$ cat config.mk
export PLATFORM = sky130hd
export DESIGN_NAME = rename_unit
export DESIGN_NICKNAME = d
export VERILOG_FILES = /design/src/rtl/rename_pkg.sv /design/src/rtl/arch_map.sv /design/src/rtl/free_list.sv /design/src/rtl/map_table.sv /design/src/rtl/rename_dispatch.sv /design/src/rtl/rename_output.sv /design/src/rtl/rename_unit.sv
export SDC_FILE = /design/constraint.sdc
export NUM_CORES = 1
export LEC_CHECK = 0
export ABC_AREA = 1
export BUFFER_PORTS_ARGS = -buffer_cell sky130_fd_sc_hd__buf_4
export CAP_MARGIN = 10
export CORE_UTILIZATION = 40
export DETAILED_ROUTE_END_ITERATION = 10
export PLACE_DENSITY = 0.53
export SLEW_MARGIN = 5
export SYNTH_ARGS = -nofsm -noshare
export SYNTH_HDL_FRONTEND = slang
export SYNTH_SLANG_ARGS = --single-unit
$ cat constraint.sdc
create_clock -name clock -period 2.5 [get_ports clock]
set_input_delay 0.125 -clock clock [delete_from_list [all_inputs] [get_ports clock]]
set_output_delay 0.125 -clock clock [all_outputs]
set_load 0.01 [all_outputs]
$ cat src/rtl/rename_pkg.sv
package rename_pkg;

	// Opcode classes seen by the rename stage
	typedef enum logic [2:0] {
		op_alu    = 3'd0, // Writes a destination
		op_load   = 3'd1, // Writes a destination
		op_store  = 3'd2,
		op_branch = 3'd3,
		op_nop    = 3'd4
	} rename_op_e;

	// Default machine size
	localparam int default_arch_regs = 8;  // Architectural registers
	localparam int default_phys_regs = 16; // Physical registers

	// Free list depth follows as phys minus arch

endpackage

$ cat src/rtl/arch_map.sv
`timescale 1ns/1ns

module arch_map
	import rename_pkg::*;
#(
	parameter  int arch_regs = default_arch_regs,
	parameter  int phys_regs = default_phys_regs,
	localparam int arch_w    = $clog2(arch_regs),
	localparam int tag_w     = $clog2(phys_regs)
) (
	input  logic                            clock,
	input  logic                            reset,
	input  logic                            retire,          // In-order strobe from the ROB
	input  logic                            retire_has_dest,
	input  logic [arch_w-1:0]               retire_arch,
	input  logic [tag_w-1:0]                retire_phys,
	output logic [tag_w-1:0]                old_committed,   // Tag to free
	output logic                            release_en,
	output logic [arch_regs-1:0][tag_w-1:0] committed_map
);

	logic [arch_regs-1:0][tag_w-1:0] arch_tbl;      // Committed mapping
	logic [arch_regs-1:0][tag_w-1:0] arch_tbl_next;

	// Only retirements that write a register free anything
	assign release_en    = retire && retire_has_dest;
	assign old_committed = arch_tbl[retire_arch];

	always_comb begin
		arch_tbl_next = arch_tbl;
		if (release_en) begin
			arch_tbl_next[retire_arch] = retire_phys;
		end
	end

	// Restore path needs the map with this retirement already applied
	assign committed_map = arch_tbl_next;

	always_ff @(posedge clock) begin
		if (reset) begin
			for (int i = 0; i < arch_regs; i++) begin
				arch_tbl[i] <= tag_w'(i);
			end
		end else begin
			arch_tbl <= arch_tbl_next;
		end
	end

endmodule

$ cat src/rtl/free_list.sv
`timescale 1ns/1ns

module free_list
	import rename_pkg::*;
#(
	parameter  int arch_regs = default_arch_regs,
	parameter  int phys_regs = default_phys_regs,
	localparam int fl_size   = phys_regs - arch_regs,
	localparam int tag_w     = $clog2(phys_regs),
	localparam int cnt_w     = $clog2(fl_size + 1)
) (
	input  logic             clock,
	input  logic             reset,
	input  logic             alloc,       // Hand out the head tag
	input  logic             release_en,  // Old committed tag comes back
	input  logic [tag_w-1:0] release_tag,
	input  logic             commit_pop,  // Retiring dest takes its tag out of the checkpoint
	input  logic             flush,       // Restore from checkpoint
	output logic [tag_w-1:0] head_tag,
	output logic [cnt_w-1:0] free_count,
	output logic             empty
);

	// Speculative queue, head at index 0
	logic [fl_size-1:0][tag_w-1:0] spec_q;
	logic [fl_size-1:0][tag_w-1:0] spec_q_next;
	logic [cnt_w-1:0]              spec_cnt;
	logic [cnt_w-1:0]              spec_cnt_next;

	// Committed queue acts as the checkpoint
	logic [fl_size-1:0][tag_w-1:0] commit_q;
	logic [fl_size-1:0][tag_w-1:0] commit_q_next;
	logic [cnt_w-1:0]              commit_cnt;
	logic [cnt_w-1:0]              commit_cnt_next;

	assign head_tag   = spec_q[0];
	assign free_count = spec_cnt;
	assign empty      = (spec_cnt == '0);

	// Checkpoint update at retirement
	always_comb begin
		commit_q_next   = commit_q;
		commit_cnt_next = commit_cnt;
		if (commit_pop && commit_cnt != '0) begin
			for (int i = 0; i < fl_size - 1; i++) begin
				commit_q_next[i] = commit_q[i + 1]; // Shift toward head
			end
			commit_cnt_next = commit_cnt - 1'b1;
		end
		// Append lands after the shift so both happen in one step
		if (release_en && commit_cnt_next < cnt_w'(fl_size)) begin
			commit_q_next[commit_cnt_next] = release_tag;
			commit_cnt_next                = commit_cnt_next + 1'b1;
		end
	end

	// Speculative update
	always_comb begin
		spec_q_next   = spec_q;
		spec_cnt_next = spec_cnt;
		if (alloc && spec_cnt != '0) begin
			for (int i = 0; i < fl_size - 1; i++) begin
				spec_q_next[i] = spec_q[i + 1];
			end
			spec_cnt_next = spec_cnt - 1'b1;
		end
		if (release_en && spec_cnt_next < cnt_w'(fl_size)) begin
			spec_q_next[spec_cnt_next] = release_tag; // Freed tag goes to the tail
			spec_cnt_next              = spec_cnt_next + 1'b1;
		end
		// Mispredict takes the checkpoint including this cycle's retirement
		if (flush) begin
			spec_q_next   = commit_q_next;
			spec_cnt_next = commit_cnt_next;
		end
	end

	always_ff @(posedge clock) begin
		if (reset) begin
			// Tags below arch_regs hold the identity mapping
			for (int i = 0; i < fl_size; i++) begin
				spec_q[i]   <= tag_w'(arch_regs + i);
				commit_q[i] <= tag_w'(arch_regs + i);
			end
			spec_cnt   <= cnt_w'(fl_size);
			commit_cnt <= cnt_w'(fl_size);
		end else begin
			spec_q     <= spec_q_next;
			spec_cnt   <= spec_cnt_next;
			commit_q   <= commit_q_next;
			commit_cnt <= commit_cnt_next;
		end
	end

endmodule

$ cat src/rtl/map_table.sv
`timescale 1ns/1ns

module map_table
	import rename_pkg::*;
#(
	parameter  int arch_regs = default_arch_regs,
	parameter  int phys_regs = default_phys_regs,
	localparam int arch_w    = $clog2(arch_regs),
	localparam int tag_w     = $clog2(phys_regs)
) (
	input  logic                          clock,
	input  logic                          reset,
	input  logic [arch_w-1:0]             src1_arch,
	input  logic [arch_w-1:0]             src2_arch,
	input  logic                          write,         // New mapping from alloc
	input  logic [arch_w-1:0]             dest_arch,
	input  logic [tag_w-1:0]              dest_tag,
	input  logic                          flush,
	input  logic [arch_regs-1:0][tag_w-1:0] committed_map, // Next-state committed view
	output logic [tag_w-1:0]              src1_tag,
	output logic [tag_w-1:0]              src2_tag,
	output logic [tag_w-1:0]              old_tag
);

	// Speculative map, one tag per architectural register
	logic [arch_regs-1:0][tag_w-1:0] spec_map;

	// Reads see the table before this cycle's write
	assign src1_tag = spec_map[src1_arch];
	assign src2_tag = spec_map[src2_arch];
	assign old_tag  = spec_map[dest_arch]; // Mapping being replaced

	// A source equal to the destination still reads the older tag
	// which is what the instruction itself consumes

	always_ff @(posedge clock) begin
		if (reset) begin
			for (int i = 0; i < arch_regs; i++) begin
				spec_map[i] <= tag_w'(i); // Identity after reset
			end
		end else if (flush) begin
			spec_map <= committed_map; // Whole table in one edge
		end else if (write) begin
			spec_map[dest_arch] <= dest_tag;
		end
	end

endmodule

$ cat src/rtl/rename_dispatch.sv
`timescale 1ns/1ns

module rename_dispatch
	import rename_pkg::*;
(
	input  logic       dispatch,     // One-cycle strobe from decode
	input  rename_op_e op,
	input  logic       empty,        // Registered free list state
	input  logic       retire_flush, // Mispredict retiring this cycle
	output logic       accept,
	output logic       reject,
	output logic       alloc,
	output logic       has_dest
);

	logic writes_dest; // Opcode needs a physical tag
	logic no_tag;      // Needs a tag but none is free

	// Opcode classification
	always_comb begin
		case (op)
			op_alu,
			op_load:   writes_dest = 1'b1;
			op_store,
			op_branch,
			op_nop:    writes_dest = 1'b0;
			default:   writes_dest = 1'b0;
		endcase
	end

	// Empty is the registered view so a tag freed this cycle is not usable yet
	assign no_tag = writes_dest && empty;

	// Flush wins over everything and the dispatch simply vanishes
	assign accept = dispatch && !retire_flush && !no_tag;
	assign reject = dispatch && !retire_flush && no_tag;

	// Pop the free list and write the map only when something is renamed
	assign alloc    = accept && writes_dest;
	assign has_dest = writes_dest;

endmodule

$ cat src/rtl/rename_output.sv
`timescale 1ns/1ns

module rename_output
	import rename_pkg::*;
#(
	parameter  int phys_regs = default_phys_regs,
	localparam int tag_w     = $clog2(phys_regs)
) (
	input  logic             clock,
	input  logic             reset,
	input  logic             accept,
	input  logic             reject,
	input  logic             has_dest,
	input  logic [tag_w-1:0] src1_tag,
	input  logic [tag_w-1:0] src2_tag,
	input  logic [tag_w-1:0] head_tag, // Tag popped this cycle
	input  logic [tag_w-1:0] old_tag,
	output logic             ren_valid,
	output logic             ren_reject,
	output logic [tag_w-1:0] ren_src1,
	output logic [tag_w-1:0] ren_src2,
	output logic [tag_w-1:0] ren_dest,
	output logic             ren_has_dest,
	output logic [tag_w-1:0] ren_old_dest
);

	// Strobes last exactly one cycle
	always_ff @(posedge clock) begin
		if (reset) begin
			ren_valid  <= 1'b0;
			ren_reject <= 1'b0;
		end else begin
			ren_valid  <= accept;
			ren_reject <= reject;
		end
	end

	// Payload only meaningful with ren_valid
	always_ff @(posedge clock) begin
		if (accept) begin
			ren_src1     <= src1_tag;
			ren_src2     <= src2_tag;
			ren_has_dest <= has_dest;
			ren_dest     <= has_dest ? head_tag : '0; // Zero when nothing is written
			ren_old_dest <= has_dest ? old_tag : '0;
		end
	end

endmodule

$ cat src/rtl/rename_unit.sv
`timescale 1ns/1ns

module rename_unit
	import rename_pkg::*;
#(
	parameter  int arch_regs = default_arch_regs,
	parameter  int phys_regs = default_phys_regs,
	localparam int arch_w    = $clog2(arch_regs),
	localparam int tag_w     = $clog2(phys_regs),
	localparam int cnt_w     = $clog2(phys_regs - arch_regs + 1)
) (
	input  logic              clock,
	input  logic              reset,
	// Dispatch
	input  logic              dispatch,
	input  rename_op_e        op,
	input  logic [arch_w-1:0] dest_arch,
	input  logic [arch_w-1:0] src1_arch,
	input  logic [arch_w-1:0] src2_arch,
	// Retire from the ROB
	input  logic              retire,
	input  logic              retire_has_dest,
	input  logic [arch_w-1:0] retire_arch,
	input  logic [tag_w-1:0]  retire_phys,
	input  logic              retire_flush,
	// Result
	output logic              ren_valid,
	output logic              ren_reject,
	output logic [tag_w-1:0]  ren_src1,
	output logic [tag_w-1:0]  ren_src2,
	output logic [tag_w-1:0]  ren_dest,
	output logic              ren_has_dest,
	output logic [tag_w-1:0]  ren_old_dest,
	// Status
	output logic [cnt_w-1:0]  free_count,
	output logic              empty
);

	logic                            accept, reject, alloc, has_dest;
	logic [tag_w-1:0]                head_tag, src1_tag, src2_tag, old_tag;
	logic [tag_w-1:0]                old_committed;
	logic                            release_en;    // Also pops the checkpoint
	logic [arch_regs-1:0][tag_w-1:0] committed_map;

	rename_dispatch u_dispatch (
		.dispatch, .op, .empty, .retire_flush,
		.accept, .reject, .alloc, .has_dest
	);

	free_list #(.arch_regs(arch_regs), .phys_regs(phys_regs)) u_free_list (
		.clock, .reset, .alloc, .release_en,
		.release_tag(old_committed), .commit_pop(release_en), .flush(retire_flush),
		.head_tag, .free_count, .empty
	);

	map_table #(.arch_regs(arch_regs), .phys_regs(phys_regs)) u_map_table (
		.clock, .reset, .src1_arch, .src2_arch,
		.write(alloc), .dest_arch, .dest_tag(head_tag), .flush(retire_flush),
		.committed_map, .src1_tag, .src2_tag, .old_tag
	);

	arch_map #(.arch_regs(arch_regs), .phys_regs(phys_regs)) u_arch_map (
		.clock, .reset, .retire, .retire_has_dest, .retire_arch, .retire_phys,
		.old_committed, .release_en, .committed_map
	);

	rename_output #(.phys_regs(phys_regs)) u_output (
		.clock, .reset, .accept, .reject, .has_dest,
		.src1_tag, .src2_tag, .head_tag, .old_tag,
		.ren_valid, .ren_reject, .ren_src1, .ren_src2,
		.ren_dest, .ren_has_dest, .ren_old_dest
	);

endmodule

==> results.ini <==
[min_path]
hold_path_class=in -> reg
min_path_cells=2

[placement]
io_buffer_count=47
gp_congestion=0.9001
postPlaceCellArea_um2=8972
hpwlAfterDp_um=19130

[timing]
hold_viol_final=0
slew_viol_final=0
fmax_mhz=441.6
hold_slack_ns=0.009597
skew_ns=0.008821
fin_crit_ns=2.264
min_period_over_period_pct=90.57
worst_pin_slew_ns=0.6692
relSlewSlack_pct=55.22
rsz0062_at_grt=no
setup_viol=0
fin_setup_tns_ns=0

[critical_path]
crit_cells=14
worstSetupPathType=reg -> reg
crit_chain=inv_1 -> ha_1 -> nand2_1 -> nand2_4 -> nand2_1 -> nand2_2 -> nor3_1 -> ha_1 -> inv_1 -> nor2_1 -> nand2_1 -> nand3_1 -> nand2_1 -> nand3_1
critPathMaxStageDelay_ns=0.37
cp-endpoint=u_free_list.spec_q[29]
crit_family=simple AND/OR/NAND/NOR gates
cp_num_buf_inv=2
timing.rr.start=u_free_list.commit_cnt[1]
crit_fanout=13
cp.arrival_ns=2.64
r2r_cells=14
r2r-end=u_free_list.spec_q[29]
crit_required_ns=2.88
endpoint_kind=flip-flop
crit_path_start_kind=flip-flop
slowest_stage=dfxtp_1
cp_common_cell=nand2_1
r2r_slack_ns=0.24
crit_start=u_free_list.commit_cnt[1]

[power]
vdd_ir_drop_max_v=0.0005392
power_density_nw_per_um2=657.4
power_w=0.006353
p_leak_nw=4.627

[logic_synthesis]
async_reset_ff_share_pct=0
netlist_area_um2=8303
synth_top_area_cell=dfxtp_1
synth_fp_nets=1267
synth_enable_flop_cells=17
synthTopCellsByArea=dfxtp_1 33%, nand2_1 17%, nand3_1 6.8%
dominantRegCellSynth=dfxtp_1
ys_seq_area_share_pct=39.42
synth_seq_cells=155
synth_warnings=0
syn_avg_cell_area_um2=6.718
synth_top_area_share_pct=33.27
postSynthCellCount=1236
yosysUniqueCellTypes=46

[floorplanning]
fp-row-count=52
dieArea_um2=21340
die_y_um=146.1
core-area_um2=20300
ioPinCount=49
fp.dieW_um=146.1
start_util_pct=40.90

[routing]
routed_wl_um=26170
drc=0
drtAntennaViolNets=0
drt_iter0_markers=738
viasPerCell=5.231
num_vias=8228
first_pass_iters=5
wl_per_cell_um=16.64

[finish]
final_layout_size_suffix_gt1_share_pct=11.59
layout.nets=1322
area_growth_pct=16.40
seq_area_um2=3273
final_cell_area_um2=9664
fillers=2171
multi_input_area_um2=4278
antenna_cells=0

[clocking]
cts_tree=built
clkSinkCount=155
h-tree-depth=4
cts_buffers=17
clkTransAtPathRegs_ns=0.06
clockBufferDepth=2
clock_latency_ns=0.43
cts-root-buf=clkbuf_16

[global_route]
grt_pass1_vias=7245
antenna_found_initial=0
grt_max_degree=42
track_usage_pct=24.89
grt.overflow.total=0
grt_pass1_wl_um=41150

[run_status]
status=completed

[run]
maxCapViolCount=0

-- kinds of logic after synthesis --
group / synth area share (%)
xor+xnor: 0.2110
simple gates: 32.56
buf+inv: 9.192
fa+ha+maj: 0.9041
flops: 39.42
compound gates: 17.59
mux: 0.1206
-- per-layer routing --
layer	up-vias	wire length (um)	global-route usage (%)
met4	0	246	5.625
met5	-	0	0
met2	266	11070	35.86
met1	3762	13360	38.80
li1	4181	-	-
met3	19	1490	3.375
-- final cells by class --
cell class	count	share of cell area, %
Inverter	145	5.735
Clock buffer	21	4.868
Clock inverter	10	1.191
Tap cell	270	3.496
Timing Repair Buffer	82	6.577
Sequential cell	155	33.87
Multi-Input combinational cell	890	44.26
-- worst min path at each step --
stage / startpoint / end / slack, ns
after global placement: reset / u_free_list.commit_q[8] / 0.44
after floorplan: retire_phys[3] / u_arch_map.arch_tbl[31] / 0.29
final: op[2] / u_output.ren_has_dest / 0.01
after CTS: op[2] / u_output.ren_has_dest / 0.0005
after detailed placement: op[1] / u_output.ren_reject / 0.45
after global routing: op[2] / u_output.ren_has_dest / 0.01
-- synth_stat cells, types with 2 or more instances --
cell / number
buf_2: 8
nand2_4: 4
a21oi_1: 49
nand3_1: 113
nor2_1: 107
inv_1: 128
buf_6: 2
inv_6: 2
xor2_1: 2
a221oi_1: 5
a31oi_1: 10
a211oi_1: 4
o21ai_0: 96
dfxtp_1: 138
nand2_2: 8
nor2_2: 6
clkinv_1: 5
ha_1: 6
nor3_1: 9
clkbuf_1: 30
o211ai_1: 42
nand4_1: 4
o21a_1: 2
nor2_4: 3
o21ai_1: 5
buf_1: 3
inv_2: 10
o22ai_1: 10
o21bai_1: 3
nand2_1: 370
a22oi_1: 13
buf_4: 3
or2_1: 6
a22o_1: 2
edfxtp_1: 17
-- where the power goes --
group | switching [W] | internal [W] | total [W] | leakage [nW]
logic | 0.000687 | 0.000341 | 0.00103 | 3.05
registers | 0.0000714 | 0.00265 | 0.00272 | 1.29
clock network | 0.00106 | 0.00154 | 0.00260 | 0.281
-- state kept, by name, indices dropped and copies added (netlist names) --
register	count
u_free_list.head_tag	4
u_output.ren_has_dest	1
u_free_list.spec_q	28
u_arch_map.arch_tbl	32
u_output.ren_old_dest	4
u_free_list.commit_q	32
u_output.ren_dest	4
u_output.ren_valid	1
u_output.ren_reject	1
u_free_list.free_count	4
u_map_table.spec_map	32
u_output.ren_src1	4
u_output.ren_src2	4
u_free_list.commit_cnt	4
-- repair_timing --
action	CTS	global route
gates resized for setup	0	4
setup endpoints to repair	0	10
hold endpoints to repair	3	0
setup buffers	0	7
hold buffers	3	0
-- layout by cell type, fill, tap and decap left out, types with 5 or more instances in the layout --
cell type    n
or2_1        6
clkbuf_16   17
dfxtp_1    138
nor2_1     106
a221oi_1     5
a31oi_1     10
o21ai_1      5
nand2_1    370
buf_4       78
o21ai_0     95
o211ai_1    42
a22oi_1     13
nand3_1    113
o22ai_1     10
nand2_2      8
a21oi_1     49
nor2_2       6
inv_2       10
edfxtp_1    17
nor3_1       9
ha_1         6
clkinv_1     5
inv_1      128
-- per-stage QoR --
step	cells	worst slack (ns)	utilization (%)
2_1_floorplan	1236	0.3922	-
3_3_place_gp	1532	0.2380	44.20
3_5_place_dp	1532	0.1878	44.20
4_1_cts	1566	0.1518	47.23
5_1_grt	1573	0.02519	47.61
6_report	1573	0.2357	47.61
No activity file was read; power rests on OpenSTA's default activity.
